<file path="src/source/colmix_pkg.sv">
////////////////////////////////////////////////////////////////////////////
// Colour mixing package
// Palette word layout, colour and pixel bundles, the Wishbone request
// bundle and the bus slave states, with every size of the colour stage
////////////////////////////////////////////////////////////////////////////

package colmix_pkg;

    // Palette memory
    localparam int PAL_AW    = 11;                  // 2048 palette entries
    localparam int PAL_DEPTH = 1 << PAL_AW;         // Words in the palette RAM
    localparam int DATA_W    = 16;                  // Bus and palette word width
    localparam int BYTE_W    = 8;                   // One byte lane
    localparam int SEL_W     = DATA_W / BYTE_W;     // Byte selects per word

    // Colour format
    localparam int COLOR_W   = 5;                   // Bits per channel
    localparam int HI_W      = COLOR_W - 1;         // High part kept in the word nibbles

    // Video pipeline
    localparam int BLANK_DLY = 2;                   // Strobes in the blanking delay line

    // Palette word as stored by the CPU, MSB first
    typedef struct packed {
        logic            exempt;                    // Set means shadow does not apply
        logic            b_lo;                      // Blue LSB
        logic            g_lo;                      // Green LSB
        logic            r_lo;                      // Red LSB
        logic [HI_W-1:0] b_hi;                      // Blue upper bits
        logic [HI_W-1:0] g_hi;                      // Green upper bits
        logic [HI_W-1:0] r_hi;                      // Red upper bits
    } pal_word_t;

    typedef struct packed {
        logic [COLOR_W-1:0] red;
        logic [COLOR_W-1:0] green;
        logic [COLOR_W-1:0] blue;
    } rgb_t;

    // One pixel with its blanking state, both flags active low
    typedef struct packed {
        rgb_t rgb;
        logic hblank_n;
        logic vblank_n;
    } pixel_t;

    // Master side of a Wishbone classic cycle
    typedef struct packed {
        logic              cyc;                     // Bus cycle in progress
        logic              stb;                     // Transfer strobe
        logic              we;                      // Write when high
        logic [SEL_W-1:0]  sel;                     // Byte enables, bit 0 is the low byte
        logic [PAL_AW-1:0] adr;                     // Word address
        logic [DATA_W-1:0] dat;                     // Write data
    } wb_req_t;

    // Bus slave FSM
    typedef enum logic [1:0] {
        st_idle,                                    // Waiting for cyc and stb
        st_read_wait,                               // RAM read in flight
        st_ack                                      // Ack cycle
    } wb_state_t;

endpackage

</file>
<file path="src/source/pal_wb_slave.sv">
////////////////////////////////////////////////////////////////////////////
// Palette bus slave
// Wishbone classic slave in front of the palette RAM. Writes ack one
// clock after the strobe, reads two clocks after it.
////////////////////////////////////////////////////////////////////////////

module pal_wb_slave (
    input  logic                            clk,
    input  logic                            rst_n,
    input  colmix_pkg::wb_req_t             wb_req,
    output logic                            wb_ack,
    output logic [colmix_pkg::DATA_W-1:0]   wb_dat_o,
    // Palette RAM bus port
    output logic [colmix_pkg::PAL_AW-1:0]   ram_addr,
    output logic [colmix_pkg::DATA_W-1:0]   ram_wdata,
    output logic [colmix_pkg::SEL_W-1:0]    ram_we,
    input  logic [colmix_pkg::DATA_W-1:0]   ram_rdata
);

    colmix_pkg::wb_state_t state;
    colmix_pkg::wb_state_t state_nxt;
    logic                  req;                            // Live request from the master

    assign req       = wb_req.cyc & wb_req.stb;
    assign ram_addr  = wb_req.adr;                         // Master holds it until ack
    assign ram_wdata = wb_req.dat;

    // Byte enables only on the accepting clock
    assign ram_we = (state == colmix_pkg::st_idle && req && wb_req.we) ? wb_req.sel : '0;

    // Ack follows the request so an aborted cycle gets none
    assign wb_ack = (state == colmix_pkg::st_ack) & req;

    always_comb begin
        state_nxt = state;
        case (state)
            colmix_pkg::st_idle: begin
                if (req) begin
                    state_nxt = wb_req.we ? colmix_pkg::st_ack : colmix_pkg::st_read_wait;
                end
            end
            colmix_pkg::st_read_wait: begin
                state_nxt = req ? colmix_pkg::st_ack : colmix_pkg::st_idle; // Drop on abort
            end
            colmix_pkg::st_ack: state_nxt = colmix_pkg::st_idle; // Single ack per cycle
            default:            state_nxt = colmix_pkg::st_idle;
        endcase
    end

    always_ff @(posedge clk) begin
        if (!rst_n) begin
            state <= colmix_pkg::st_idle;
        end else begin
            state <= state_nxt;
        end
    end

    // RAM output settles during read_wait, held through ack
    always_ff @(posedge clk) begin
        if (state == colmix_pkg::st_read_wait) begin
            wb_dat_o <= ram_rdata;
        end
    end

endmodule

</file>
<file path="config.mk">
export PLATFORM = sky130hd
export DESIGN_NAME = pal_wb_slave
export DESIGN_NICKNAME = d
export VERILOG_FILES = /design/src/source/colmix_pkg.sv /design/src/source/pal_wb_slave.sv
export SDC_FILE = /design/constraint.sdc
export NUM_CORES = 1
export LEC_CHECK = 0
export ABC_CLOCK_PERIOD_IN_PS = 1900
export BUFFER_PORTS_ARGS = -buffer_cell sky130_fd_sc_hd__buf_4
export CAP_MARGIN = 20
export CORE_MARGIN = 5
export CORE_UTILIZATION = 30
export DETAILED_ROUTE_END_ITERATION = 7
export HOLD_SLACK_MARGIN = 0.06
export PLACE_DENSITY_LB_ADDON = 0.1
export SETUP_SLACK_MARGIN = 0.4
export SLEW_MARGIN = 20
export SYNTH_ARGS = -nofsm -noshare
export SYNTH_HDL_FRONTEND = slang
export SYNTH_SLANG_ARGS = --single-unit
</file>
<file path="constraint.sdc">
create_clock -name clk -period 1.9 [get_ports clk]
set_input_delay 0.095 -clock clk [delete_from_list [all_inputs] [get_ports clk]]
set_output_delay 0.095 -clock clk [all_outputs]
set_load 0.01 [all_outputs]
</file>
* After elaboration in Yosys (flattened, before gate mapping)
Index checks and enable logic that the tools add are counted.
Storage, ports and cells: RAM bits 0, bits in registers 18, latch bits 0, memories 0, ROM bits 0, input port bits 50, output and inout port bits 46, word-level logic and storage cells 15
Operators by class: shift-type cells 0, equality and inequality tests 3, order comparisons 0, reduce and logical (&&, ||, !) cells 3, divide/modulo/power cells 0, bitwise operators 2, add/subtract/negate cells 0, multiply operators 0, mux-type cells 5
Operator list (number):
- 2-bit 2-to-1 mux | 4
- 2-bit one-hot mux with 2 select lines | 1
- 1-bit bitwise AND | 2
- 2-bit by 1-bit == test with 1-bit output, second input constant | 1
- 2-bit == test, second input constant | 1
- 1-bit logical AND | 2
- 2-bit logical NOT | 1
- 2-bit != test, second input constant | 1

* Longest topological paths before layout
Gate-level depths: netlist (run 1).
word-level depth 4, mapped depth 2

* Worst setup path before layout (run 1)
No wires, ideal clock.
path kind register -> register, from reg state[0], to reg wb_dat_o[0] (netlist bit), enable pin, library setup time 390 ps, stages on the path, launching flop included 2, arrival 1234 ps, setup slack 275 ps, path through dfxtp_1 > nor2b_1
Between the ends: cells in the longest elaborated chain, start to end 1
RTL lines:
- from (decl) | line pal_wb_slave.sv:20 | colmix_pkg::wb_state_t state;
- from (signal assigned) | line pal_wb_slave.sv:52 | state <= colmix_pkg::st_idle;
- from (signal assigned) | line pal_wb_slave.sv:54 | state <= state_nxt;
- 2-bit by 1-bit == test with 1-bit output | line pal_wb_slave.sv:60 | if (state == colmix_pkg::st_read_wait) begin
- to (signal assigned) | line pal_wb_slave.sv:61 | wb_dat_o <= ram_rdata;
- to (decl) | line pal_wb_slave.sv:12 | output logic [colmix_pkg::DATA_W-1:0] wb_dat_o,
Every way passes these cells. A chain may end at the register's enable or synchronous reset.

* Worst setup path in the final report (run 1)
from in wb_req[29] (netlist bit), to out ram_we[0] (netlist bit)
Between the ends: cells in the longest elaborated chain, start to end 2
RTL lines:
- from (decl) | line pal_wb_slave.sv:10 | input colmix_pkg::wb_req_t wb_req,
- 1-bit logical AND | line pal_wb_slave.sv:29 | assign ram_we = (state == colmix_pkg::st_idle && req && wb_req.we) ? wb_req.sel : '0;
- 2-bit 2-to-1 mux | line pal_wb_slave.sv:29
- to (decl) | line pal_wb_slave.sv:16 | output logic [colmix_pkg::SEL_W-1:0] ram_we,
Every way passes these cells.

==> results of run 1 <==
-- per-layer routing --
| layer | GRT usage | part of all wire | up-vias |
|---|---|---|---|
| met5 | 0 | 0 | - |
| met4 | 0.0576 | 0.017 | 0 |
| met3 | 0.0331 | 0.19 | 6 |
| met2 | 0.109 | 0.40 | 45 |
| met1 | 0.0935 | 0.39 | 228 |
| li1 | - | - | 239 |
-- where the power goes --
| group | switching [mW] | internal, mW | total [mW] |
|---|---|---|---|
| logic | 0.0262 | 0.0626 | 0.0889 |
| registers | 0.00408 | 0.438 | 0.442 |
| clock network | 0.104 | 0.0814 | 0.185 |
| total | 0.134 | 0.582 | 0.717 |
-- worst min-delay path, cell delays in order --
cell,delay [ps]
buf_4,110
nand3_1,120
nor4_2,50
-- layout by cell type, fill, tap and decap left out, drive strengths merged --
cell type    Yosys  layout
buf             27      42
dlygate4sd3      0      17
edfxtp          16      16
clkbuf           0       4
nand2            3       3
nor4             3       3
dfxtp            2       2
nor3b            1       1
nor2b            1       1
nand3            1       1
nor2             1       1
nor3             1       1
-- state kept, by name, indices dropped and copies added (netlist names) --
| name | cells |
|---|---|
| wb_dat_o | 16 |
| state | 2 |
-- stage by stage --
stage / setup slack (ps) / hold WS (ps) / cell area (um^2)
after floorplan: 556 / 168 / 812
after global placement: 718 / 190 / 962
final: 631 / 128 / 1160
after detailed placement: 716 / 190 / 962
after global routing: 559 / 122 / 1160
after CTS: 626 / 121 / 1160
-- cells by family after synthesis --
group                  synth area share
AND/OR/NAND/NOR                   0.107
buffers and inverters             0.250
flip-flops                        0.643
-- path summary, 6_finish.rpt --
check             start     endpoint  slack, ps  depth (start not counted)
min reg2reg    state[0]     state[0]        600                          1
min          wb_req[30]     state[0]        130                          3
max reg2reg    state[0]  wb_dat_o[2]        700                          2
max          wb_req[29]    ram_we[0]        630                          5
-- layout make-up --
cell class	count	area [um^2]	share of cell area
well taps	30	37.5	0.0324
clock buffers	4	26.3	0.0227
multi-input cells	11	88.8	0.0767
repair buffers	59	485	0.419
flip-flops and latches	18	520	0.449
-- timing repair --
item | 4_1_cts | 5_1_grt
resized for setup | 0 | 0
hold buffers | 17 | 0
endpoints found under the hold margin | 17 | 0
buffers inserted | 0 | 0
==> flow_metrics.env, run 1 <==
export IMPL_outcome="completed"
export IMPL_fin_crit_ps=1270
export IMPL_synth_ff_type="edfxtp_1"
export IMPL_setup_viol=0
export IMPL_ir_drop_mv=0.343
export IMPL_route_detailed_drc=0
export IMPL_die_w_um=61.9
export IMPL_clock_sinks=18
export IMPL_root_buffer="clkbuf_4"
export IMPL_clock_latency_ps=280
export IMPL_coreArea_mm2=0.00252
export IMPL_crit_path_start_kind="primary input"
export IMPL_wl_per_cell_um=13.3
export IMPL_post_route_util=0.459
export IMPL_worstSetupEndpointType="output pin"
export IMPL_die_area_mm2=0.00384
export IMPL_syn_inst=56
export IMPL_rsz0062_at_grt="no"
export IMPL_cp_top_family="buffers and inverters"
export IMPL_power_mw=0.717
export IMPL_yosysTopAreaCell="edfxtp_1"
export IMPL_cellPowerDensity_mw_per_mm2=618
export IMPL_globalplace_congestion=0.636
export IMPL_syn_avg_cell_area_um2=14.5
export IMPL_synth_cell_types=10
export IMPL_fillers=226
export IMPL_initial_core_util=0.321
export IMPL_path_cells="dlygate4sd3_1, buf_4, nand2_1, nor4_2, buf_4"
export IMPL_antenna_left=0
export IMPL_clock_skew_ps=5.03
export IMPL_clk_pin_slew_ps=90
export IMPL_p_leak_nw=0.473
export IMPL_slew_headroom=0.813
export IMPL_critPathBufInv=3
export IMPL_syn_to_final_growth_pct=43.1
export IMPL_drv_slew=0
export IMPL_synth_most_common_cell="buf_4"
export IMPL_vias=518
export IMPL_period_share=0.668
export IMPL_drtIter0Drc=4
export IMPL_antenna_found_initial=0
export IMPL_clockBufferDepth=2
export IMPL_overflow=0
export IMPL_yosysWarnings=0
export IMPL_synth_top_area_share=0.594
export IMPL_wirelength_um=1620
export IMPL_die_h_um=61.9
export IMPL_max_stage_delay_ps=530
export IMPL_hold_viol=0
export IMPL_top_level_ports=96
export IMPL_grt_pass1_vias=480
export IMPL_dp_hpwl_um=1250
export IMPL_yosys_top_cells_area="edfxtp_1 59%, buf_4 25%, dfxtp_1 4.9%"
export IMPL_diodes=0
export IMPL_grt_max_degree=17
export IMPL_synth_net_count=106
export IMPL_critPathKind="in2out"
export IMPL_drive_gt1_frac=0.554
export IMPL_cts_tree="done"
export IMPL_setup_tns_ps=0
export IMPL_async_reset_ff_frac=0
export IMPL_max_slew_worst_pin_slew_ps=281
export IMPL_synth_edf_count=16
export IMPL_syn_area_um2=810
export IMPL_fmax_mhz=788
export IMPL_crit_top_cell="buf_4"
export IMPL_finalNonFillerCells=122
export IMPL_row_count=18
export IMPL_ys_seq_elements=18
export IMPL_maxCapViolCount=0
export IMPL_dpl_cell_count=101
export IMPL_vias_per_cell=4.25
export IMPL_path_max_fanout=4
export IMPL_port_buffers=41
export IMPL_arrival_ps=1170
export IMPL_hold_path_class="in2reg"
export IMPL_ys_top_cells_by_count="27 x buf_4, 16 x edfxtp_1, 3 x nand2_1, 3 x nor4_2, 2 x dfxtp_1"
export IMPL_seq_area_frac_synth=0.643
export IMPL_slowest_stage="dlygate4sd3_1"
export IMPL_grt_pass1_wl_um=2170
export IMPL_final_net_count=143
export IMPL_globalRouteTotalUtil=0.0777
export IMPL_cts_max_level=1
export IMPL_cts_buffers_inserted=3
export IMPL_cp_required_ps=1800
export IMPL_first_pass_iters=2
Note: power is estimated with default switching activity, not from simulation.
==> run 2: changes to the inputs <==
--- a/config.mk
+++ b/config.mk
@@ -5,11 +5,11 @@
 export SDC_FILE = /design/constraint.sdc
 export NUM_CORES = 1
 export LEC_CHECK = 0
-export ABC_CLOCK_PERIOD_IN_PS = 1900
+export ABC_CLOCK_PERIOD_IN_PS = 1040
 export BUFFER_PORTS_ARGS = -buffer_cell sky130_fd_sc_hd__buf_4
 export CAP_MARGIN = 20
 export CORE_MARGIN = 5
-export CORE_UTILIZATION = 30
+export CORE_UTILIZATION = 29
 export DETAILED_ROUTE_END_ITERATION = 7
 export HOLD_SLACK_MARGIN = 0.06
 export PLACE_DENSITY_LB_ADDON = 0.1
==> constraint.sdc (replaced) <==
create_clock -name clk -period 1.04 [get_ports clk]
set_input_delay 0.052 -clock clk [delete_from_list [all_inputs] [get_ports clk]]
set_output_delay 0.052 -clock clk [all_outputs]
set_load 0.01 [all_outputs]
==> run 2 against run 1 <==
Against the previous run: the run now ends with negative hold slack, negative setup slack left; sequential share of layout area shrank 3.4 points; global-route usage is 0.38 points higher; clock-buffer cell count decreased by 1; largest power group unchanged.
==> flow_metrics.env, run 2 (synthesis gave the netlist of run 1 again) <==
export IMPL_rsz0062_at_grt="yes"
export IMPL_fin_crit_ps=1130
export IMPL_route_detailed_drc=0
export IMPL_globalplace_congestion=0.673
export IMPL_grt_use_met1=0.0782
export IMPL_syn_to_final_growth_pct=57.0
export IMPL_seqCellArea_um2=528
export IMPL_hold_viol=6
export IMPL_final_net_count=142
export IMPL_cts_buffers_inserted=3
export IMPL_reg_largest_list="wb_dat_o x16, state x2"
export IMPL_multiInputGateArea_um2=128
export IMPL_grt_use_met3=0.0324
export IMPL_ir_drop_mv=0.561
export IMPL_setup_viol=19
export IMPL_antenna_found_initial=0
export IMPL_clockBufferDepth=2
export IMPL_globalRouteTotalUtil=0.0816
export IMPL_clock_skew_ps=2.93
export IMPL_hold_slack_ps=-61.7
export IMPL_drive_gt1_frac=0.648
export IMPL_grt_pass1_wl_um=2500
export IMPL_row_count=19
export IMPL_wirelength_um=1610
export IMPL_dp_hpwl_um=1290
export IMPL_max_slew_worst_pin_slew_ps=240
export IMPL_critPathKind="reg2out"
export IMPL_outcome="finished with violations"
export IMPL_cp_required_ps=990
export IMPL_arrival_ps=1080
export IMPL_hold_path_class="in2reg"
export IMPL_violations="negative hold slack, negative setup slack"
export IMPL_port_buffers=41
export IMPL_diodes=0
export IMPL_drtIter0Drc=12
export IMPL_die_h_um=62.8
export IMPL_post_route_util=0.469
export IMPL_largest_reg_flops=16
export IMPL_coreArea_mm2=0.00271
export IMPL_top_level_ports=96
export IMPL_fillers=262
export IMPL_met2_usage=0.130
export IMPL_vias=511
export IMPL_die_area_mm2=0.00395
export IMPL_worstSetupEndpointType="output pin"
export IMPL_period_share=1.08
export IMPL_path_max_fanout=5
export IMPL_initial_core_util=0.299
export IMPL_p_leak_nw=0.506
export IMPL_clock_latency_ps=280
export IMPL_regMostFlops="wb_dat_o"
export IMPL_wl_per_cell_um=13.2
export IMPL_vias_per_cell=4.19
export IMPL_slew_headroom=0.840
export IMPL_clk_pin_slew_ps=100
export IMPL_cts_max_level=1
export IMPL_first_pass_iters=2
export IMPL_overflow=0
export IMPL_timing_final_ws_setup_ps=-88.4
export IMPL_maxCapViolCount=0
export IMPL_final_common_cell="buf_4"
export IMPL_crit_path_start_kind="flip-flop"
export IMPL_layout_common_cells="27 x buf_4, 18 x buf_6, 16 x edfxtp_1, 11 x dlygate4sd3_1"
export IMPL_power_mw=1.32
export IMPL_fmax_mhz=886
export IMPL_cellPowerDensity_mw_per_mm2=1040
export IMPL_grt_busiest_layer="met2"
export IMPL_root_buffer="clkbuf_4"
export IMPL_die_w_um=62.8
export IMPL_antenna_left=0
export IMPL_grt_pass1_vias=544
export IMPL_drv_slew=0
export IMPL_clock_sinks=18
export IMPL_cts_tree="done"
export IMPL_grt_max_degree=11
run 2: repair_timing:
action,CTS,global route
endpoints found under the setup margin,37,37
resized for setup,23,2
pin swaps,5,4
endpoints found under the hold margin,18,18
buffers inserted,3,0
run 2: report_power, final:
part / leakage, nW / total (mW) / switching (mW) / internal, mW
clock: 0.0154 / 0.336 / 0.196 / 0.139
combinational: 0.328 / 0.177 / 0.0543 / 0.123
sequential: 0.163 / 0.805 / 0.00786 / 0.797
total: 0.506 / 1.32 / 0.258 / 1.06
run 2: metrics by stage:
stage | setup slack [ps] | instance area [um^2] | hold WS (ps) | setup TNS (ps) | std cells
after floorplan | -11.0 | 825 | 114 | -176 | 56
after global placement | 75.0 | 1000 | 104 | 0 | 104
after detailed placement | 71.2 | 1000 | 104 | 0 | 104
after CTS | -157 | 1150 | -78.6 | -1130 | 111
after global routing | -176 | 1270 | -76.1 | -1740 | 122
final | -88.4 | 1270 | -61.7 | -784 | 122
run 2: layout make-up:
type / count / area share
multi-input cells: 11 / 0.100
clock inverters: 1 / 0.00295
clock buffers: 3 / 0.0177
repair buffers: 58 / 0.433
well taps: 31 / 0.0305
flip-flops and latches: 18 / 0.415
run 2: worst max-delay path, stage by stage, from the launching register on:
cell and delay [ps]:
dfxtp_4 380, nor4_4 260, buf_4 150
run 2: path summary, 6_finish.rpt:
kind                start  cells past startpoint  slack (ps)      endpoint
max reg2reg      state[1]                      3         -40  wb_dat_o[11]
min reg2reg      state[1]                      2         610      state[1]
max              state[1]                      2         -90     ram_we[1]
min          ram_rdata[8]                      1         -60   wb_dat_o[8]
run 2: routing by layer:
metal,wire length (um),up-vias,share of wire
li1,-,235,-
met1,569,220,0.35
met2,788,40,0.49
met3,167,16,0.10
met4,80,0,0.050
met5,0,-,0
