### src/source/colmix_pkg.sv
////////////////////////////////////////////////////////////////////////////
// Colour mixing package
// Palette word layout, colour and pixel bundles, the Wishbone request
// bundle and the bus slave states, with every size of the colour stage
////////////////////////////////////////////////////////////////////////////

package colmix_pkg;

    // Palette memory
    localparam int PAL_AW    = 11;                  // 2048 palette entries
    localparam int PAL_DEPTH = 1 << PAL_AW;         // Words in the palette RAM
    localparam int DATA_W    = 16;                  // Bus and palette word width
    localparam int BYTE_W    = 8;                   // One byte lane
    localparam int SEL_W     = DATA_W / BYTE_W;     // Byte selects per word

    // Colour format
    localparam int COLOR_W   = 5;                   // Bits per channel
    localparam int HI_W      = COLOR_W - 1;         // High part kept in the word nibbles

    // Video pipeline
    localparam int BLANK_DLY = 2;                   // Strobes in the blanking delay line

    // Palette word as stored by the CPU, MSB first
    typedef struct packed {
        logic            exempt;                    // Set means shadow does not apply
        logic            b_lo;                      // Blue LSB
        logic            g_lo;                      // Green LSB
        logic            r_lo;                      // Red LSB
        logic [HI_W-1:0] b_hi;                      // Blue upper bits
        logic [HI_W-1:0] g_hi;                      // Green upper bits
        logic [HI_W-1:0] r_hi;                      // Red upper bits
    } pal_word_t;

    typedef struct packed {
        logic [COLOR_W-1:0] red;
        logic [COLOR_W-1:0] green;
        logic [COLOR_W-1:0] blue;
    } rgb_t;

    // One pixel with its blanking state, both flags active low
    typedef struct packed {
        rgb_t rgb;
        logic hblank_n;
        logic vblank_n;
    } pixel_t;

    // Master side of a Wishbone classic cycle
    typedef struct packed {
        logic              cyc;                     // Bus cycle in progress
        logic              stb;                     // Transfer strobe
        logic              we;                      // Write when high
        logic [SEL_W-1:0]  sel;                     // Byte enables, bit 0 is the low byte
        logic [PAL_AW-1:0] adr;                     // Word address
        logic [DATA_W-1:0] dat;                     // Write data
    } wb_req_t;

    // Bus slave FSM
    typedef enum logic [1:0] {
        st_idle,                                    // Waiting for cyc and stb
        st_read_wait,                               // RAM read in flight
        st_ack                                      // Ack cycle
    } wb_state_t;

endpackage

### src/source/pal_shade.sv
////////////////////////////////////////////////////////////////////////////
// Palette shading
// Unpacks the palette word into RGB, dims it under shadow unless the
// word is exempt, blacks it out while video is off and registers the
// pixel with its blanking flags on the pixel strobe
////////////////////////////////////////////////////////////////////////////

module pal_shade (
    input  logic                    clk,
    input  logic                    rst_n,
    input  logic                    pix_cen,          // One clock per pixel
    input  colmix_pkg::pal_word_t   pal_word,         // Registered RAM output
    input  logic                    shadow,
    input  logic                    video_en,
    input  logic                    pre_hblank_n,
    input  logic                    pre_vblank_n,
    output colmix_pkg::pixel_t      pix
);

    colmix_pkg::rgb_t raw;                              // Unpacked palette colour
    colmix_pkg::rgb_t shaded;                           // After shadow rule
    colmix_pkg::rgb_t gated;                            // After video enable
    logic             dim_en;

    // Shadow darkens by a quarter
    function automatic logic [colmix_pkg::COLOR_W-1:0] dim(
        input logic [colmix_pkg::COLOR_W-1:0] a
    );
        return a - (a >> 2);
    endfunction

    // High nibble then the shared LSB
    assign raw.red   = {pal_word.r_hi, pal_word.r_lo};
    assign raw.green = {pal_word.g_hi, pal_word.g_lo};
    assign raw.blue  = {pal_word.b_hi, pal_word.b_lo};

    assign dim_en = shadow & ~pal_word.exempt;          // Exempt words ignore shadow

    always_comb begin
        shaded = raw;
        if (dim_en) begin
            shaded.red   = dim(raw.red);
            shaded.green = dim(raw.green);
            shaded.blue  = dim(raw.blue);
        end
        gated = video_en ? shaded : '0;                 // Black while video is off
    end

    // Colour and blanking move together from here on
    always_ff @(posedge clk) begin
        if (!rst_n) begin
            pix <= '0;                                  // Black and blanked
        end else if (pix_cen) begin
            pix.rgb      <= gated;
            pix.hblank_n <= pre_hblank_n;
            pix.vblank_n <= pre_vblank_n;
        end
    end

endmodule

### config.mk
export PLATFORM = sky130hd
export DESIGN_NAME = pal_shade
export DESIGN_NICKNAME = d
export VERILOG_FILES = /design/src/source/colmix_pkg.sv /design/src/source/pal_shade.sv
export SDC_FILE = /design/constraint.sdc
export NUM_CORES = 1
export LEC_CHECK = 0
export BUFFER_PORTS_ARGS = -buffer_cell sky130_fd_sc_hd__clkbuf_2
export CAP_MARGIN = 20
export CORE_ASPECT_RATIO = 1.4
export CORE_UTILIZATION = 54
export DETAILED_ROUTE_END_ITERATION = 10
export GPL_ROUTABILITY_DRIVEN = 1
export GPL_TIMING_DRIVEN = 0
export PLACE_DENSITY = 0.9
export SLEW_MARGIN = 15
export SYNTH_ARGS = -nofsm -noshare
export SYNTH_HDL_FRONTEND = slang
export SYNTH_SLANG_ARGS = --single-unit
### constraint.sdc
create_clock -name clk -period 4 [get_ports clk]
set_input_delay 0.8 -clock clk [delete_from_list [all_inputs] [get_ports clk]]
set_output_delay 0.8 -clock clk [all_outputs]
set_load 0.005 [all_outputs]
# Word level (Yosys, flattened, before mapping)
# Index checks and enable logic that the tools add are counted.
op_classes:
  reduce_logical: 0
  n_eq_ne: 0
  n_shift: 0
  div_mod_pow: 0
  mux: 2
  addsub: 3
  n_bitwise: 2
  multipliers: 0
  order_cmp: 0
ops:
  columns: ["op", "count"]
  rows:
  - ["15-bit two-way mux", 2]
  - ["5-bit by 3-bit subtractor with 5-bit output", 3]
  - ["1-bit AND", 1]
  - ["1-bit inverter", 1]
totals:
  memories: 0
  input_bits: 23
  ram_bits: 0
  ff_bits: 17
  out_inout_bits: 17
  wordCells: 12
  rom_bits: 0
  latchBits: 0

# Logic depth before layout (Yosys ltp)
# Gate-level depths: netlist of run 1.
depth:
  depth_word: 4
  depth_mapped: 8
  ltp_nobuf: 8

# Worst setup path before layout of run 1
# OpenSTA, ideal clock, no wires.
synth_timing:
  kind: "in2reg"
  from: "input pal_word[12] (netlist bit)"
  to: "register pix[16] (netlist bit)"
  path_stages: 7
  path_buffers: 0
  setup_time_ps: 122
  t_required_ps: 3878
  arrival_ps: 1979
  slack_ps: 1899
  path_cell_list: "inv_1 ha_1 inv_1 fa_1 a2111oi_4 xnor2_1 o21ai_0"
synth_via:
  elab_chain_len: 3
synth_rtl:
  columns: ["element", "line", "rtl"]
  rows:
  - ["start: declaration", "pal_shade.sv:12", "input colmix_pkg::pal_word_t pal_word,"]
  - ["5-bit by 3-bit subtractor with 5-bit output", "pal_shade.sv:29", "return a - (a >> 2);"]
  - ["15-bit two-way mux", "pal_shade.sv:41", "if (dim_en) begin"]
  - ["15-bit two-way mux", "pal_shade.sv:46", "gated = video_en ? shaded : '0;"]
  - ["end: declaration", "pal_shade.sv:17", "output colmix_pkg::pixel_t pix"]
# No other way between the ends.
# A chain may end at the register's enable or synchronous reset.

# Worst setup path after layout of run 1
# Ends and elaborated chain as after synthesis.

==> results of run 1 <==
==> synth_stat cells <==
library cell / instances / share of area, %
or4_1: 3 / 1.8
buf_2: 2 / 0.82
dfxtp_1: 17 / 28
and3_1: 1 / 0.51
nand2b_4: 1 / 1.1
nand3_2: 4 / 3.3
mux2i_1: 3 / 2.5
inv_1: 20 / 6.1
buf_6: 1 / 0.92
nor2_1: 3 / 0.92
o21ai_0: 9 / 3.7
mux2_4: 3 / 3.7
o211ai_1: 3 / 1.8
nor2b_1: 6 / 3.1
o22ai_1: 6 / 3.1
ha_1: 9 / 9.2
xor2_1: 2 / 1.4
and2_1: 6 / 3.1
fa_1: 3 / 4.9
clkbuf_1: 3 / 0.92
a2111oi_4: 3 / 6.7
nand2_1: 13 / 4.0
mux2_2: 5 / 4.6
xnor2_1: 4 / 2.9
a21oi_1: 3 / 1.2
==> how the worst min path moves through the flow <==
stage	start	cells after the start	end	slack (ns)
CTS	pix[5]$_SDFFE_PN0P_	2	pix[5]$_SDFFE_PN0P_	0.48
floorplan	pix[11]$_SDFFE_PN0P_	2	pix[11]$_SDFFE_PN0P_	0.45
global placement	pix[11]$_SDFFE_PN0P_	2	pix[11]$_SDFFE_PN0P_	0.43
global route	pix[4]$_SDFFE_PN0P_	2	pix[4]$_SDFFE_PN0P_	0.50
finish	pix[16]$_SDFFE_PN0P_	2	pix[16]$_SDFFE_PN0P_	0.47
detailed placement	pix[5]$_SDFFE_PN0P_	2	pix[5]$_SDFFE_PN0P_	0.44
==> through the flow <==
stage | area, µm² | std cells | util, %
after floorplan | 1220 | 133 | -
after global placement | 1450 | 194 | 67.3
after detailed placement | 1450 | 194 | 67.3
after CTS | 1480 | 198 | 68.5
after global routing | 1480 | 198 | 68.5
final | 1480 | 198 | 68.5
==> metal layers <==
metal	up-vias	routed length (µm)
met5	-	0
met4	0	59
met3	7	118
met2	41	1300
met1	496	1030
li1	533	-
==> placed cells by master (no fill, tap or decap) <==
master / instances
a2111oi_4: 3
or4_1: 3
ha_1: 9
clkbuf_2: 39
xnor2_1: 4
o211ai_1: 3
mux2_4: 3
inv_1: 20
nor2b_1: 6
buf_2: 2
fa_1: 3
nor2_1: 3
xor2_1: 2
o21ai_0: 9
mux2_2: 5
dfxtp_1: 17
clkbuf_4: 3
buf_6: 1
nand2_1: 13
o22ai_1: 6
clkinv_2: 1
nand3_2: 4
nand2b_4: 1
and2_1: 6
clkbuf_1: 3
mux2i_1: 3
a21oi_1: 3
and3_1: 1
==> final cells by class <==
| cell class | instances | area [µm²] |
|---|---|---|
| Fill cell | 166 | 677 |
| Clock inverter | 1 | 5.00 |
| Buffer | 6 | 32.5 |
| Tap cell | 22 | 27.5 |
| Inverter | 20 | 75.1 |
| Sequential cell | 17 | 340 |
| Clock buffer | 3 | 22.5 |
| Multi-Input combinational cell | 90 | 777 |
| Timing Repair Buffer | 39 | 195 |
==> power breakdown <==
group	switching [mW]	internal, mW	leakage, nW	total (mW)
Sequential	0.00406	0.178	0.139	0.182
Combinational	0.0546	0.0509	0.567	0.105
Clock	0.0578	0.0373	0.0177	0.0951
==> cell families after synthesis <==
logic type	share of synthesized area, %
AO/OA/AOI/OAI	16.5
XOR/XNOR	4.29
adder cells (fa/ha/maj)	14.1
buffers and inverters	8.78
flip-flops	27.8
multiplexers	10.7
AND/OR/NAND/NOR	17.8
==> critical path, delay by kind of cell <==
family	cells	cell delay, ns
fa+ha+maj	2	0.60
compound gates	2	0.41
buf+inv	3	0.19
xor+xnor	1	0.15
==> out/results.ini, run 1 <==
[run_status]
status = finished, final reports clean

[timing]
fin_crit_ns = 1.95
final_hold_viol_count = 0
timing.hold.ws_ns = 0.466
slew_headroom_pct = 70.2
setup_tns_ns = 0
worst_slew_pin_slew_ns = 0.447
fin_crit_sh_pct = 48.7
rsz0062_at_grt = no
drv_slew = 0
fin_ws_ns = 2.05
fin_skew_ns = 0
setup_viol = 0
fmax_mhz = 513

[cts]
clock-sinks = 17
clock_path_buffers = 2
cts_max_level = 1
clock_latency_ns = 0.30
post_cts_buffers = 0
clock-root-buffer = clkbuf_4
cts-buffers-inserted = 3
path_clk_slew_ns = 0.10
cts.repair.resized = 0
cts_tree = done
cts_hold_buf = 0

[global_routing]
grt-ovfl-total = 0
top_usage_layer = met2
use_met2_pct = 42.9
antenna_found_initial = 0
grt_pass1_vias = 1084
use_met3_pct = 3.37
grt_pass1_wl_mm = 4.42
grt_util_met1_pct = 24.8
track_usage_pct = 22.7
grt_max_degree = 11

[final_layout]
n_antenna_cell = 0
largest_register_ffs = 17
largest_register = pix
top_regs = pix: 17 flops
drive_above_1_share_pct = 35.2
final_nets = 212
syn2layout_area_growth_pct = 20.4

[worst_setup_path]
critical_path.endpoint = pix[16]$_SDFFE_PN0P_
r2r_cells = 3
r2r_slack_ns = 3.29
critPathRequiredTime_ns = 4.20
critPathArrivalTime_ns = 2.15
worst_setup_path_start_kind = input pin
critPathKind = in2reg
crit_start = pal_word[12]
worstReg2RegStart = pix[12]$_SDFFE_PN0P_
crit_top_cell = inv_1
path_max_fanout = 2
critical-path-slowest-cell = fa_1
r2r-end = pix[12]$_SDFFE_PN0P_
end_kind = flop
crit_chain = clkbuf_2 > inv_1 > ha_1 > inv_1 > fa_1 > a2111oi_4 > xnor2_1 > o21ai_0
slowest_delay_ns = 0.44

[floorplanning]
initial_core_util_pct = 56.9
std_cell_rows = 20
io_pins = 40
die_h_um = 58.4
core_area_um2 = 2150
die_area_um2 = 2470
fp.dieW_um = 42.3

[route]
final_antenna_net_count = 0
firstDrtPassIters = 6
vias = 1077
remaining_drc_errors = 0
wirelength_mm = 2.52
wire_per_inst_um = 12.7
drtIter0Drc = 14
routed_via_density = 5.44

[power]
power_uw = 382
peakVddDrop_uv = 212
p_leak_nw = 0.724
power.density_nw_per_um2 = 259

[logic_synthesis]
synth.cell_area_um2 = 1220
synth_nets = 168
synth_cell_type_count = 25
synth.avg_cell_area_um2 = 9.21
ys_warn_count = 0
ys_seq_elements = 17
synth_cells = 133
synth.yosys.seq_area_share_pct = 27.8

[place]
post-place-ws_ns = 1.73
portBuffers = 39
dp_hpwl_mm = 1.99
gp_congestion = 0.796

[flow_run]
cap_violations = 0

[worst_hold_path]
holdCritPathClass = reg2reg

(Power assumes the default switching activity.)
==> run 2: changes to the inputs <==
--- a/config.mk
+++ b/config.mk
@@ -5,14 +5,15 @@
 export SDC_FILE = /design/constraint.sdc
 export NUM_CORES = 1
 export LEC_CHECK = 0
+export ABC_AREA = 1
 export BUFFER_PORTS_ARGS = -buffer_cell sky130_fd_sc_hd__clkbuf_2
 export CAP_MARGIN = 20
 export CORE_ASPECT_RATIO = 1.4
-export CORE_UTILIZATION = 54
+export CORE_UTILIZATION = 45
 export DETAILED_ROUTE_END_ITERATION = 10
 export GPL_ROUTABILITY_DRIVEN = 1
 export GPL_TIMING_DRIVEN = 0
-export PLACE_DENSITY = 0.9
+export PLACE_DENSITY = 0.81
 export SLEW_MARGIN = 15
 export SYNTH_ARGS = -nofsm -noshare
 export SYNTH_HDL_FRONTEND = slang
==> constraint.sdc (replaced) <==
create_clock -name clk -period 1.75 [get_ports clk]
set_input_delay 0.35 -clock clk [delete_from_list [all_inputs] [get_ports clk]]
set_output_delay 0.35 -clock clk [all_outputs]
set_load 0.005 [all_outputs]
==> out/results.ini, run 2 <==
[power]
p_leak_nw = 0.726  ; +0.24%
power_uw = 880  ; +130%
peakVddDrop_uv = 242  ; +14%
power.density_nw_per_um2 = 598  ; +130%

[final_layout]
final_nets = 238  ; +12%
layout_commonest_cell = clkbuf_2
final_cell_area_um2 = 1470  ; -0.34%
largest_register = pix
seqCellArea_um2 = 340  ; unchanged
multi_input_area_um2 = 732  ; -5.8%
largest_register_ffs = 17  ; unchanged
n_antenna_cell = 0  ; unchanged
top_regs = pix: 17 flops
drive_above_1_share_pct = 34.2  ; -1.1 points
postLayoutCoreUtil_pct = 59.5  ; -9.0 points
fillers = 253  ; +52%
layout_common_cells = clkbuf_2 (39), nand2_1 (36), inv_1 (20), dfxtp_1 (17)
syn2layout_area_growth_pct = 22.0

[logic_synthesis]
ys_seq_elements = 17  ; unchanged
synth_top_area_cell = dfxtp_1
ys.flop_type = dfxtp_1
synth.most_common_cell = nand2_1
async_flop_share_pct = 0  ; unchanged
synth.yosys.seq_area_share_pct = 28.2  ; +0.46 points
ys_warn_count = 0  ; unchanged
synth-compound-area-share_pct = 15.5  ; -1.1 points
synth.top_cell.area_share_pct = 28.2  ; +0.46 points
synth_cell_type_count = 23  ; -8.0%
synth_commonest_cells = nand2_1 (36), inv_1 (20), dfxtp_1 (17)
synth_fa_ha_area_share_pct = 14.3  ; +0.23 points
yosys.area_share.simple_pct = 28.8  ; +11 points
synth_nets = 194  ; +15%
synth_cells = 159  ; +20%
synth_edf_count = 0  ; unchanged
synth.avg_cell_area_um2 = 7.58  ; -18%
synth_top_family_by_area = simple AND/OR/NAND/NOR gates
muxShareOfSynthArea_pct = 0  ; -11 points
synth-xor-area-share_pct = 2.18  ; -2.1 points
synth.cell_area_um2 = 1200  ; -1.6%
synth.area.top_cells = dfxtp_1 (28%), nand2_1 (11%), ha_1 (9.3%)

[worst_setup_path]
worst_setup_path_start_kind = input pin
critPathKind = in2reg
path_max_fanout = 2  ; unchanged
critPathRequiredTime_ns = 1.94  ; -2.26 ns
end_kind = flop
crit_chain = clkbuf_2 > inv_1 > ha_1 > fa_1 > xnor2_1 > o21ai_0 > a21oi_1
slowest_delay_ns = 0.40  ; -0.04 ns
critical-path-slowest-cell = fa_1
r2r_slack_ns = 1.14  ; -2.15 ns
critPathArrivalTime_ns = 1.51  ; -0.64 ns

[timing]
fin_crit_ns = 1.32
drv_slew = 0  ; unchanged
fin_crit_sh_pct = 75.3
setup_tns_ns = 0  ; unchanged
slew_headroom_pct = 83.5  ; +13 points
fmax_mhz = 759
fin_skew_ns = 0  ; unchanged
timing.hold.ws_ns = 0.266  ; -0.201 ns
rsz0062_at_grt = no
final_hold_viol_count = 0  ; unchanged
setup_viol = 0  ; unchanged
worst_slew_pin_slew_ns = 0.248  ; -0.200 ns

[run_status]
status = finished, final reports clean

[global_routing]
track_usage_pct = 19.5  ; -3.2 points
grt_pass1_vias = 1071  ; -1.2%
grt-ovfl-total = 0  ; unchanged
antenna_found_initial = 0  ; unchanged
grt_pass1_wl_mm = 4.26  ; -3.6%
grt_max_degree = 11  ; unchanged

[floorplanning]
die_h_um = 63.2  ; +8.3%
die_area_um2 = 2890  ; +17%
std_cell_rows = 21  ; +5.0%
io_pins = 40  ; unchanged
core_area_um2 = 2470  ; +15%
initial_core_util_pct = 48.8  ; -8.1 points
fp.dieW_um = 45.7  ; +8.2%

[cts]
post_cts_buffers = 0  ; unchanged
cts_tree = done
cts_max_level = 1  ; unchanged
clock_latency_ns = 0.30  ; about the same
clock-sinks = 17  ; unchanged
cts-buffers-inserted = 3  ; unchanged
clock-root-buffer = clkbuf_4
cts.repair.resized = 0  ; unchanged
cts_hold_buf = 0  ; unchanged
path_clk_slew_ns = 0.11  ; about the same
clock_path_buffers = 2  ; unchanged

[route]
wire_per_inst_um = 10.5  ; -17%
firstDrtPassIters = 3  ; -3
wirelength_mm = 2.48  ; -1.4%
remaining_drc_errors = 0  ; unchanged
routed_via_density = 4.76  ; -12%
drtIter0Drc = 18  ; +4
vias = 1124  ; +4.4%
final_antenna_net_count = 0  ; unchanged

[place]
portBuffers = 39  ; unchanged
dp_hpwl_mm = 1.98  ; about the same
place_area_um2 = 1440  ; -0.35%
gp_congestion = 0.748  ; -6.1%

[flow_run]
cap_violations = 0  ; unchanged

[worst_hold_path]
holdCritPathClass = in2reg

-- run 2: through the flow --
step	instances	worst slack (ns)
floorplan	159	0.329
global placement	232	0.133
detailed placement	232	0.0982
CTS	236	0.431
global route	236	0.337
finish	236	0.433
-- run 2: per-layer routing --
layer | global-route usage (%) | wire (µm) | up-vias
li1 | - | - | 596
met5 | 0 | 0 | -
met4 | 7.35 | 38 | 0
met3 | 2.87 | 93 | 4
met2 | 35.4 | 1250 | 25
met1 | 21.4 | 1100 | 499
-- run 2: cell type report --
| cell class | count | share of cell area, % |
|---|---|---|
| Buffer | 4 | 2.55 |
| Clock buffer | 3 | 1.53 |
| Clock inverter | 1 | 0.340 |
| Inverter | 24 | 6.47 |
| Multi-Input combinational cell | 114 | 49.8 |
| Sequential cell | 17 | 23.1 |
| Tap cell | 34 | 2.89 |
| Timing Repair Buffer | 39 | 13.3 |
-- run 2: worst paths after layout --
kind,startpoint,endpoint,depth (start not counted)
min,pre_hblank_n,pix[1]$_SDFFE_PN0P_,3
max,pal_word[14],pix[4]$_SDFFE_PN0P_,7
min reg2reg,pix[6]$_SDFFE_PN0P_,pix[6]$_SDFFE_PN0P_,2
max reg2reg,pix[1]$_SDFFE_PN0P_,pix[1]$_SDFFE_PN0P_,2
-- run 2: logic make-up after synthesis --
kind of cell / after synthesis
AND/OR/NAND/NOR: 73
buffers and inverters: 28
AO/OA/AOI/OAI: 26
flip-flops: 17
adder cells (fa/ha/maj): 12
XOR/XNOR: 3
-- run 2: worst max-delay path, delay by kind of cell --
| kind | cells | cell delay (ns) |
|---|---|---|
| AO/OA/AOI/OAI | 2 | 0.28 |
| buffers and inverters | 2 | 0.14 |
| adder cells (fa/ha/maj) | 2 | 0.60 |
| XOR/XNOR | 1 | 0.14 |
-- run 2: where the power goes --
part           internal [mW]  leakage, nW  total (mW)  switching [mW]
clock                 0.0853       0.0177       0.219           0.134
sequential             0.406        0.139       0.415         0.00907
combinational          0.106        0.569       0.246           0.139
total                  0.597        0.726       0.880           0.282
