File: config.mk
export PLATFORM = sky130hd
export DESIGN_NAME = blank_delay
export DESIGN_NICKNAME = d
export VERILOG_FILES = /design/src/source/colmix_pkg.sv /design/src/source/blank_delay.sv
export SDC_FILE = /design/constraint.sdc
export NUM_CORES = 1
export LEC_CHECK = 0
export ABC_CLOCK_PERIOD_IN_PS = 1500
export BUFFER_PORTS_ARGS = -buffer_cell sky130_fd_sc_hd__buf_4
export CELL_PAD_IN_SITES_DETAIL_PLACEMENT = 1
export CELL_PAD_IN_SITES_GLOBAL_PLACEMENT = 1
export CORE_ASPECT_RATIO = 0.9
export CORE_UTILIZATION = 40
export DETAILED_ROUTE_END_ITERATION = 8
export GPL_ROUTABILITY_DRIVEN = 0
export PLACE_DENSITY_LB_ADDON = 0.25
export SLEW_MARGIN = 25
export SYNTH_ARGS = -nofsm -noshare
export SYNTH_HDL_FRONTEND = slang
export SYNTH_SLANG_ARGS = --single-unit
File: constraint.sdc
create_clock -name clk -period 1.5 [get_ports clk]
set_input_delay 0.15 -clock clk [delete_from_list [all_inputs] [get_ports clk]]
set_output_delay 0.15 -clock clk [all_outputs]
set_load 0.05 [all_outputs]
File: src/source/colmix_pkg.sv
////////////////////////////////////////////////////////////////////////////
// Colour mixing package
// Palette word layout, colour and pixel bundles, the Wishbone request
// bundle and the bus slave states, with every size of the colour stage
////////////////////////////////////////////////////////////////////////////

package colmix_pkg;

    // Palette memory
    localparam int PAL_AW    = 11;                  // 2048 palette entries
    localparam int PAL_DEPTH = 1 << PAL_AW;         // Words in the palette RAM
    localparam int DATA_W    = 16;                  // Bus and palette word width
    localparam int BYTE_W    = 8;                   // One byte lane
    localparam int SEL_W     = DATA_W / BYTE_W;     // Byte selects per word

    // Colour format
    localparam int COLOR_W   = 5;                   // Bits per channel
    localparam int HI_W      = COLOR_W - 1;         // High part kept in the word nibbles

    // Video pipeline
    localparam int BLANK_DLY = 2;                   // Strobes in the blanking delay line

    // Palette word as stored by the CPU, MSB first
    typedef struct packed {
        logic            exempt;                    // Set means shadow does not apply
        logic            b_lo;                      // Blue LSB
        logic            g_lo;                      // Green LSB
        logic            r_lo;                      // Red LSB
        logic [HI_W-1:0] b_hi;                      // Blue upper bits
        logic [HI_W-1:0] g_hi;                      // Green upper bits
        logic [HI_W-1:0] r_hi;                      // Red upper bits
    } pal_word_t;

    typedef struct packed {
        logic [COLOR_W-1:0] red;
        logic [COLOR_W-1:0] green;
        logic [COLOR_W-1:0] blue;
    } rgb_t;

    // One pixel with its blanking state, both flags active low
    typedef struct packed {
        rgb_t rgb;
        logic hblank_n;
        logic vblank_n;
    } pixel_t;

    // Master side of a Wishbone classic cycle
    typedef struct packed {
        logic              cyc;                     // Bus cycle in progress
        logic              stb;                     // Transfer strobe
        logic              we;                      // Write when high
        logic [SEL_W-1:0]  sel;                     // Byte enables, bit 0 is the low byte
        logic [PAL_AW-1:0] adr;                     // Word address
        logic [DATA_W-1:0] dat;                     // Write data
    } wb_req_t;

    // Bus slave FSM
    typedef enum logic [1:0] {
        st_idle,                                    // Waiting for cyc and stb
        st_read_wait,                               // RAM read in flight
        st_ack                                      // Ack cycle
    } wb_state_t;

endpackage

File: src/source/blank_delay.sv
////////////////////////////////////////////////////////////////////////////
// Blanking delay line
// Shifts colour and blanking together by BLANK_DLY pixel strobes and
// shows black on the output while either blank is active
////////////////////////////////////////////////////////////////////////////

module blank_delay (
    input  logic                clk,
    input  logic                rst_n,
    input  logic                pix_cen,
    input  colmix_pkg::pixel_t  pix_in,
    output colmix_pkg::pixel_t  pix_out
);

    colmix_pkg::pixel_t dly [colmix_pkg::BLANK_DLY];    // dly[0] is the newest pixel
    colmix_pkg::pixel_t last;                           // Output stage
    logic               visible;

    always_ff @(posedge clk) begin
        if (!rst_n) begin
            for (int i = 0; i < colmix_pkg::BLANK_DLY; i++) begin
                dly[i] <= '0;                           // Line starts blanked
            end
        end else if (pix_cen) begin
            dly[0] <= pix_in;
            for (int i = 1; i < colmix_pkg::BLANK_DLY; i++) begin
                dly[i] <= dly[i-1];                     // Advance one pixel
            end
        end
    end

    assign last    = dly[colmix_pkg::BLANK_DLY-1];
    assign visible = last.hblank_n & last.vblank_n;     // Both blanks inactive

    // Flags pass as they are, colour only in the active area
    always_comb begin
        pix_out          = last;
        pix_out.rgb      = visible ? last.rgb : '0;
    end

endmodule

# After elaboration in Yosys (flattened, before gate mapping)
# Memory sizes are Yosys's and may differ from the RTL's.
# Cells that the tools add are included.
# W data, S select, Z words.
[op_classes]
n_mux = 7
n_bitwise = 3
[op_table]
columns = ["cell", "count"]
rows = [
  ["$mux W17", 2],
  ["$mux W15", 1],
  ["$mux W1", 4],
  ["$or A1 B1 Y1", 2],
  ["$and A1 B1 Y1", 1],
]
[totals]
register_bits = 0
mem_bits_rw = 34
inputBits = 20
out_inout_bits = 17
wordCells = 11
n_memories = 1
[mem_list]
columns = ["name", "words", "width", "read_ports", "rd_ports_with_merged_regs", "wr", "line", "text"]
rows = [
  ["dly", 2, 17, 2, 0, 2, "blank_delay.sv:15", "colmix_pkg::pixel_t dly [colmix_pkg::BLANK_DLY];"],
]

# Logic depth before layout (Yosys ltp)
# Gate-level depths: netlist (run 1).
[logic_depth]
word_depth = 4
ltp_mapped = 2
ltp_nobuf = 1

# Worst setup path before layout (run 1)
# No wires, ideal clock.
[synth_path]
path_type = "input -> register"
startpoint = "input rst_n"
endpoint = "memory dly[0][0] (netlist name) (enable)"
setup_ps = 392
arrival_time_ps = 977
required_time_ps = 1108
setup_slack_ps = 131
path_stages = 1
n_path_buf = 0
path_cell_list = "or2b_1"
[synth_lines]
columns = ["element", "line", "text"]
rows = [
  ["start: declaration", "blank_delay.sv:9", "input logic rst_n,"],
  ["end: declaration", "blank_delay.sv:15", ""],
]

==> metrics.md, run 1 <==
| Metric | Value |
|---|---|
| Final instance area | 0.00184 mm^2 |
| Hold Violations, Final | 0 |
| Max Cap Viol | 0 |
| Mux share of post-synthesis cell area | 0% |
| Endpoints failing setup | 0 |
| Antenna Cells | 0 |
| Total I/O pin count | 37 |
| Seq/Total Area, Yosys | 71.3% |
| Final Non-Filler Cells | 173 |
| FF-to-FF setup slack | 620 ps |
| Largest net degree at the start of global routing | 36 |
| Die width | 65.1 um |
| Synth Area in Adders | 0% |
| Critical path type | reg2out |
| CTS root buf | clkbuf_8 |
| Crit Path Max Fanout | 16 |
| Worst-path clk slew | 70 ps |
| Flop and latch count out of synthesis | 34 |
| FMAX | 0.729 GHz |
| Reg-to-reg critical path startpoint | dly[0][7] |
| Wire length per cell | 14.8 um |
| CTS tree | yes |
| Row cnt | 20 |
| Compound-Gate Fraction of Synth Area | 0% |
| Critical Path End Type | primary output |
| First-pass GRT wire length | 4.08 mm |
| Leakage | 0.000891 uW |
| Max Slew Vio Count | 0 |
| Tcrit/Tclk final | 91.5% |
| Rel. slew slack | 83.6% |
| Largest family of logic cells by synthesized area | simple AND/OR/NAND/NOR gates |
| Nets | 150 |
| Pwr dens | 1040 mW/mm^2 |
| Most flops, register | dly |
| Area Overhead vs Synth | 28.1% |
| Routed WL | 2.57 mm |
| Slew of the pin with the lowest slew margin | 246 ps |
| Core box area | 0.00340 mm^2 |
| Worst Path Arrival | 1220 ps |
| IO buf count | 36 |
| FF-to-FF End | dly[0][24] |
| Regs by FF count | dly: 34 flops |
| Critical path required time | 1350 ps |
| Htree depth | 2 |
| Initial antenna violation count | 0 |
| Vias in the first global route | 865 |
| Minimum clock period after layout | 1370 ps |
| Via count | 869 |
| Global route overflow | 0 |
| Tot GR Track Use | 14.9% |
| Number of fill cells | 345 |
| Initial Utilization | 42.1% |
| Die Ht | 58.8 um |
| Beginning of the critical path | dly[0][18] |
| Reg2Reg Depth | 1 |
| Status | complete, no violations |
| Dpl cells | 165 |
| Resized cells post-CTS | 0 |
| Die area | 0.00383 mm^2 |
| CTS Buffer Depth | 2 |
| XOR/XNOR Fraction of Synth Area | 0% |
| TritonCTS buffer count | 5 |
| Worst setup SP type | register |
| Worst skew pair latency | 270 ps |
| First-pass DRT Iterations | 4 |
| Max reg flops | 34 |
| DR DRC count | 0 |
| CTS Sinks | 34 |
| Vias per std cell | 5.02 |
| RSZ-0062 raised after global routing | false |
| Most frequent cells in the layout | buf_4, and3_2, edfxtp_1 |
| Simple-gate share of the synthesized area | 24.9% |
| Yosys warnings | 0 |
| Clock skew | 5.88 ps |
| Commonest non-fill, non-tap cell in the layout | buf_4 |
| Syn Nets | 114 |
| Worst hold margin | 207 ps |
| Hold WC Path Type | in2reg |
| Initial DRC Count | 13 |
| Syn_area_per_cell | 15.2 um^2 |
| Layout cell share with drive strength beyond 1 | 60.5% |
| Crit path to | pix_out[15] |
| Post-Syn Area | 0.00143 mm^2 |
| Remaining antenna violation count | 0 |
| Post-Synthesis Cells | 94 |
| Setup TNS | 0 ps |
| Largest vdd supply drop | 0.580 mV |
| Post-synthesis cell type count | 7 |
| Dpl cell area | 0.00172 mm^2 |
layer usage:
metal | routed length, um | global-route usage, % | vias to the layer above | part of all wire (%)
met5 | 0 | 0 | - | 0
met4 | 22 | 4.66 | 0 | 0.86
met3 | 119 | 5.43 | 2 | 4.6
met2 | 1310 | 25.3 | 25 | 51
met1 | 1110 | 17.7 | 414 | 43
li1 | - | - | 428 | -
kinds of logic after synthesis:
family / Yosys count
buffers and inverters: 10
AND/OR/NAND/NOR: 50
flip-flops: 34
critical path, stage by stage, from the launching register on:
cell and delay [ps]:
edfxtp_1 420, buf_12 160, and3_1 170, buf_4 190
cell type report:
cell class / instances / area, um^2 / area share, %
Multi-Input combinational cell: 50 / 357 / 19.4
Sequential cell: 34 / 1020 / 55.6
Timing Repair Buffer: 39 / 330 / 18.0
Clock inverter: 1 / 3.75 / 0.204
Tap cell: 44 / 55.1 / 3.00
Clock buffer: 5 / 68.8 / 3.75
metrics by stage:
stage	total power, uW	setup slack, ps	utilization [%]
global route	1990	96.0	53.9
floorplan	1260	131	-
global placement	1320	382	50.6
CTS	1920	17.9	52.8
detailed placement	1330	332	50.6
finish	1910	128	53.9
synthesized netlist by cell type (all sizes together):
master,number,share of area (%)
and3,49,24
buf,6,2.4
clkbuf,4,1.4
edfxtp,34,71
or2b,1,0.52
where the power goes:
group	internal [uW]	switching, uW	total, uW
registers	1120	18.8	1140
logic	87.2	94.5	182
clock network	302	289	591
total	1510	402	1910
repair_timing:
action                                  in CTS  in global routing
hold buffers                                 0                  0
buffers inserted                             0                  2
endpoints found under the hold margin        0                  0
endpoints found under the setup margin       0                 15
worst min path at each step:
| stage | from | end | slack, ps | cells past startpoint |
|---|---|---|---|---|
| floorplan | pix_cen | dly[0][28] | 390 | 1 |
| global placement | pix_in[1] | dly[0][1] | 490 | 2 |
| detailed placement | pix_in[16] | dly[0][16] | 490 | 2 |
| CTS | pix_in[16] | dly[0][16] | 200 | 2 |
| global route | pix_in[4] | dly[0][4] | 200 | 2 |
| finish | pix_in[16] | dly[0][16] | 210 | 2 |
Power figures use the tool's default switching activity.
==> inputs of run 2 (changes only) <==
==> constraint.sdc (replaced) <==
create_clock -name clk -period 1.5 [get_ports clk]
set_input_delay 0.15 -clock clk [delete_from_list [all_inputs] [get_ports clk]]
set_output_delay 0.15 -clock clk [all_outputs]
set_load 0.1 [all_outputs]
==> run 2 against run 1 <==
Non-clock buffer count increased by 3. Worst setup slack got worse by 40 ps. Clock-buffer cell count increased by 1. Largest power group unchanged.
==> metrics.md, run 2 (same netlist as run 1, synthesis figures left out) <==
| Metric | Value |
|---|---|
| Status | complete, no violations |
| Row cnt | 20 |
| Number of fill cells | 343 |
| RSZ-0062 raised after global routing | false |
| Rel. slew slack | 81.3% |
| Worst Path Arrival | 1260 ps |
| Wire length per cell | 14.5 um |
| Net Sw Power | 458 uW |
| Largest vdd supply drop | 0.519 mV |
| Most flops, register | dly |
| Critical path type | reg2out |
| Dpl cells | 165 |
| Met1 wire length | 1.14 mm |
| Vias in the first global route | 890 |
| Clk pwr share | 31.9% |
| Hold WC Path Type | in2reg |
| Die Ht | 58.8 um |
| Initial DRC Count | 8 |
| Final Non-Filler Cells | 178 |
| Core box area | 0.00340 mm^2 |
| First-pass DRT Iterations | 3 |
| Leakage | 0.000904 uW |
| Crit Path Max Fanout | 9 |
| Die width | 65.1 um |
| Critical Path End Type | primary output |
| Worst setup SP type | register |
| Final instance area | 0.00184 mm^2 |
| Met3 WL | 123 um |
| Global route overflow | 0 |
| IO buf count | 36 |
| Tot GR Track Use | 15.8% |
| CTS root buf | clkbuf_8 |
| Int Power | 1520 uW |
| Max reg flops | 34 |
| Die area | 0.00383 mm^2 |
| Nets | 153 |
| Dpl cell area | 0.00172 mm^2 |
| Hold Violations, Final | 0 |
| Final core occ | 54.1% |
| Largest net degree at the start of global routing | 36 |
| First-pass GRT wire length | 4.32 mm |
| Pwr dens | 1080 mW/mm^2 |
| CTS Buffer Depth | 2 |
| Minimum clock period after layout | 1410 ps |
| Clock skew | 3.49 ps |
| Initial antenna violation count | 0 |
| Uppermost layer routed | met4 |
| Most frequent cells in the layout | buf_4, and3_2, edfxtp_1 |
| Remaining antenna violation count | 0 |
| Setup TNS | 0 ps |
| Via count | 868 |
| Initial Utilization | 42.1% |
| Switching Share | 23.1% |
| DR DRC count | 0 |
| Tcrit/Tclk final | 94.1% |
| Worst skew pair latency | 280 ps |
| CTS Sinks | 34 |
| Total I/O pin count | 37 |
| Max Cap Viol | 0 |
| Endpoints failing setup | 0 |
| Vias per std cell | 4.88 |
| Met2 WL post-DR | 1.28 mm |
| Critical path required time | 1350 ps |
| FMAX | 0.708 GHz |
| Design Power | 1980 uW |
| Routed WL | 2.58 mm |
| Layout cell share with drive strength beyond 1 | 61.2% |
| Area Overhead vs Synth | 28.6% |
| Sequential share of power | 57.4% |
| CTS tree | yes |
| Antenna Cells | 0 |
| TritonCTS buffer count | 5 |
| Worst-path clk slew | 70 ps |
| Regs by FF count | dly: 34 flops |
| Combinational share of power | 10.7% |
| Htree depth | 2 |
| Commonest non-fill, non-tap cell in the layout | buf_4 |
| Slew of the pin with the lowest slew margin | 283 ps |
| Max Slew Vio Count | 0 |
## run 2: routing by layer
| layer | up-vias | track usage, % |
|---|---|---|
| met5 | - | 0 |
| met4 | 0 | 7.45 |
| met3 | 5 | 4.84 |
| met2 | 23 | 25.7 |
| met1 | 406 | 19.4 |
| li1 | 434 | - |
## run 2: critical path, cell delays in order (launching register included)
cell and delay (ps):
edfxtp_1 400, buf_4 180, and3_1 170, buf_4 230
## run 2: cell type report
cell class,instances,area (um^2),share of cell area (%)
Tap cell,44,55.1,2.99
Timing Repair Buffer,42,328,17.8
Clock buffer,6,72.6,3.94
Clock inverter,2,8.76,0.476
Sequential cell,34,1020,55.4
Multi-Input combinational cell,50,357,19.4
## run 2: repair_timing
action / 4_1_cts / 5_1_grt
hold buffers: 0 / 0
hold endpoints to repair: 0 / 0
buffers inserted: 5 / 0
setup endpoints to repair: 15 / 0
gates resized for setup: 0 / 0
## run 2: stage by stage
stage	hold slack, ps	worst slack (ps)
CTS	196	89.4
global placement	489	314
floorplan	393	10.4
global route	201	20.4
detailed placement	492	247
finish	207	87.8
## run 2: worst paths after layout
check                           cells after the start  slack, ps           to        from
worst max-delay path                                3         90  pix_out[16]  dly[0][18]
worst min-delay path                                2        210    dly[0][7]   pix_in[7]
worst max register to register                      1        640   dly[0][33]  dly[0][16]
worst min register to register                      1        580   dly[0][27]  dly[0][10]
## run 2: power groups by stage
stage / combinational [uW] / sequential, uW / clock (uW)
CTS: 214 / 1140 / 653
global route: 227 / 1140 / 690
floorplan: 134 / 1150 / 0
finish: 212 / 1140 / 633
detailed placement: 191 / 1170 / 0
global placement: 185 / 1160 / 0
==> inputs of run 3 (changes only) <==
--- a/config.mk
+++ b/config.mk
@@ -10,7 +10,7 @@
 export CELL_PAD_IN_SITES_DETAIL_PLACEMENT = 1
 export CELL_PAD_IN_SITES_GLOBAL_PLACEMENT = 1
 export CORE_ASPECT_RATIO = 0.9
-export CORE_UTILIZATION = 40
+export CORE_UTILIZATION = 41
 export DETAILED_ROUTE_END_ITERATION = 8
 export GPL_ROUTABILITY_DRIVEN = 0
 export PLACE_DENSITY_LB_ADDON = 0.25
==> run 3 against run 2 <==
Utilization increased by 3.7 points. Global-route usage decreased by 0.59 points. Design area is essentially flat. Sequential share of layout area is essentially flat. First-iteration DRC count increased by 100%. Sequential power about the same. Critical endpoint unchanged. Final cell count decreased by 2.2%. Fmax shrank 1.5%. Register-to-register slack barely moved. Worst hold slack got worse by 6.3 ps. Die area shrank 2.4%. Critical path depth is the same.
==> metrics.md, run 3 (same netlist as run 1, synthesis figures left out) <==
| Metric | Value |
|---|---|
| Crit path largest cell delay | 430 ps |
| TritonCTS buffer count | 5 |
| FF-to-FF setup slack | 650 ps |
| Setup TNS | 0 ps |
| CTS tree | yes |
| Global route overflow | 0 |
| FMAX | 0.697 GHz |
| Number of fill cells | 323 |
| First-pass DRT Iterations | 4 |
| Final Non-Filler Cells | 174 |
| Antenna Cells | 0 |
| Largest net degree at the start of global routing | 36 |
| Resized cells post-CTS | 0 |
| Initial DRC Count | 16 |
| Most frequent cells in the layout | buf_4, and3_2, edfxtp_1 |
| Htree depth | 2 |
| Wire length per cell | 14.4 um |
| Commonest non-fill, non-tap cell in the layout | buf_4 |
| Tcrit/Tclk final | 95.6% |
| Max Slew Vio Count | 0 |
| Via count | 858 |
| Vias per std cell | 4.93 |
| Final instance area | 0.00184 mm^2 |
| Worst skew pair latency | 280 ps |
| Area Overhead vs Synth | 28.5% |
| Pwr dens | 1080 mW/mm^2 |
| RSZ-0062 raised after global routing | false |
| Tot GR Track Use | 15.2% |
| Endpoints failing setup | 0 |
| Max Cap Viol | 0 |
| Core box area | 0.00319 mm^2 |
| Slew of the pin with the lowest slew margin | 343 ps |
| Layout cell share with drive strength beyond 1 | 61.4% |
| Die Ht | 58.1 um |
| Worst-path clk slew | 70 ps |
| Critical path type | reg2out |
| DR DRC count | 0 |
| CTS Sinks | 34 |
| Most flops, register | dly |
| Met3 usage | 6.10% |
| Clock skew | 1.22 ps |
| Worst Path Arrival | 1280 ps |
| Nets | 151 |
| Slowest cell on crit path | edfxtp_1 |
| Minimum clock period after layout | 1430 ps |
| Routed WL | 2.51 mm |
| IO buf count | 36 |
| Status | complete, no violations |
| Total I/O pin count | 37 |
| Hold WC Path Type | in2reg |
| First-pass GRT wire length | 4.11 mm |
| DP HPWL | 1.70 mm |
| Largest vdd supply drop | 0.566 mV |
| Gr busiest metal | met2 |
| Dpl cell area | 0.00172 mm^2 |
| Worst path cell trace | buf_12 -> and3_1 -> buf_4 |
| Max reg flops | 34 |
| Initial antenna violation count | 0 |
| Row cnt | 19 |
| Regs by FF count | dly: 34 flops |
| CTS root buf | clkbuf_8 |
| Leakage | 0.000894 uW |
| Worst setup SP type | register |
| Remaining antenna violation count | 0 |
| Rel. slew slack | 77.1% |
| Vias in the first global route | 873 |
| Crit Path Max Fanout | 16 |
| Critical path required time | 1350 ps |
| Dpl cells | 164 |
| Critical Path End Type | primary output |
| Die width | 64.3 um |
| Initial Utilization | 45.0% |
| M1 GR Usage | 18.7% |
| Hold Violations, Final | 0 |
| GR Layer Usage met2 | 23.9% |
| CTS Buffer Depth | 2 |
| Die area | 0.00374 mm^2 |
==> run 3: changes by cell type in the layout (fill, tap and decap cells not counted) <==
| cell | change |
|---|---|
| buf_12 | +1 |
| clkbuf_1 | -1 |
| clkinvlp_4 | +1 |
| buf_4 | -3 |
==> run 3: timing repair <==
action,CTS,global route
hold buffers,0,0
buffers inserted,2,0
endpoints found under the setup margin,15,0
==> run 3: routing by layer <==
| layer | share of wire, % | vias to the layer above |
|---|---|---|
| li1 | - | 429 |
| met1 | 45 | 393 |
| met2 | 48 | 32 |
| met3 | 6.0 | 4 |
| met4 | 1.4 | 0 |
| met5 | 0 | - |
==> run 3: report_power, final <==
group / internal (uW) / switching (uW) / total, uW
registers: 1120 / 18.7 / 1140
logic: 85.1 / 124 / 210
clock network: 317 / 318 / 635
==> run 3: layout make-up <==
class / instances / area [um^2] / share of cell area [%]
clock buffers: 5 / 68.8 / 3.74
well taps: 42 / 52.6 / 2.86
flip-flops and latches: 34 / 1020 / 55.5
multi-input cells: 50 / 357 / 19.4
repair buffers: 40 / 325 / 17.7
clock inverters: 3 / 16.3 / 0.884
==> run 3: final timing paths <==
| check | startpoint | to | cells past startpoint |
|---|---|---|---|
| hold / removal | pix_in[13] | dly[0][13] | 2 |
| setup reg to reg | dly[0][0] | dly[0][17] | 1 |
| setup / recovery | dly[0][18] | pix_out[16] | 3 |
| hold reg to reg | dly[0][13] | dly[0][30] | 1 |
==> run 3: through the flow <==
stage / worst slack, ps / util, % / power (uW) / hold WS (ps)
after floorplan: 10.4 / - / 1290 / 393
after global placement: 316 / 53.8 / 1350 / 488
after detailed placement: 254 / 53.8 / 1360 / 491
after CTS: 71.5 / 57.8 / 2010 / 191
after global routing: 18.1 / 57.8 / 2070 / 188
final: 65.7 / 57.8 / 1980 / 201
==> run 3: worst max-delay path: cells and delay by family, from the launching register on <==
kind | cells | cell delay, ps
buffers and inverters | 2 | 400
flip-flops | 1 | 430
AND/OR/NAND/NOR | 1 | 170
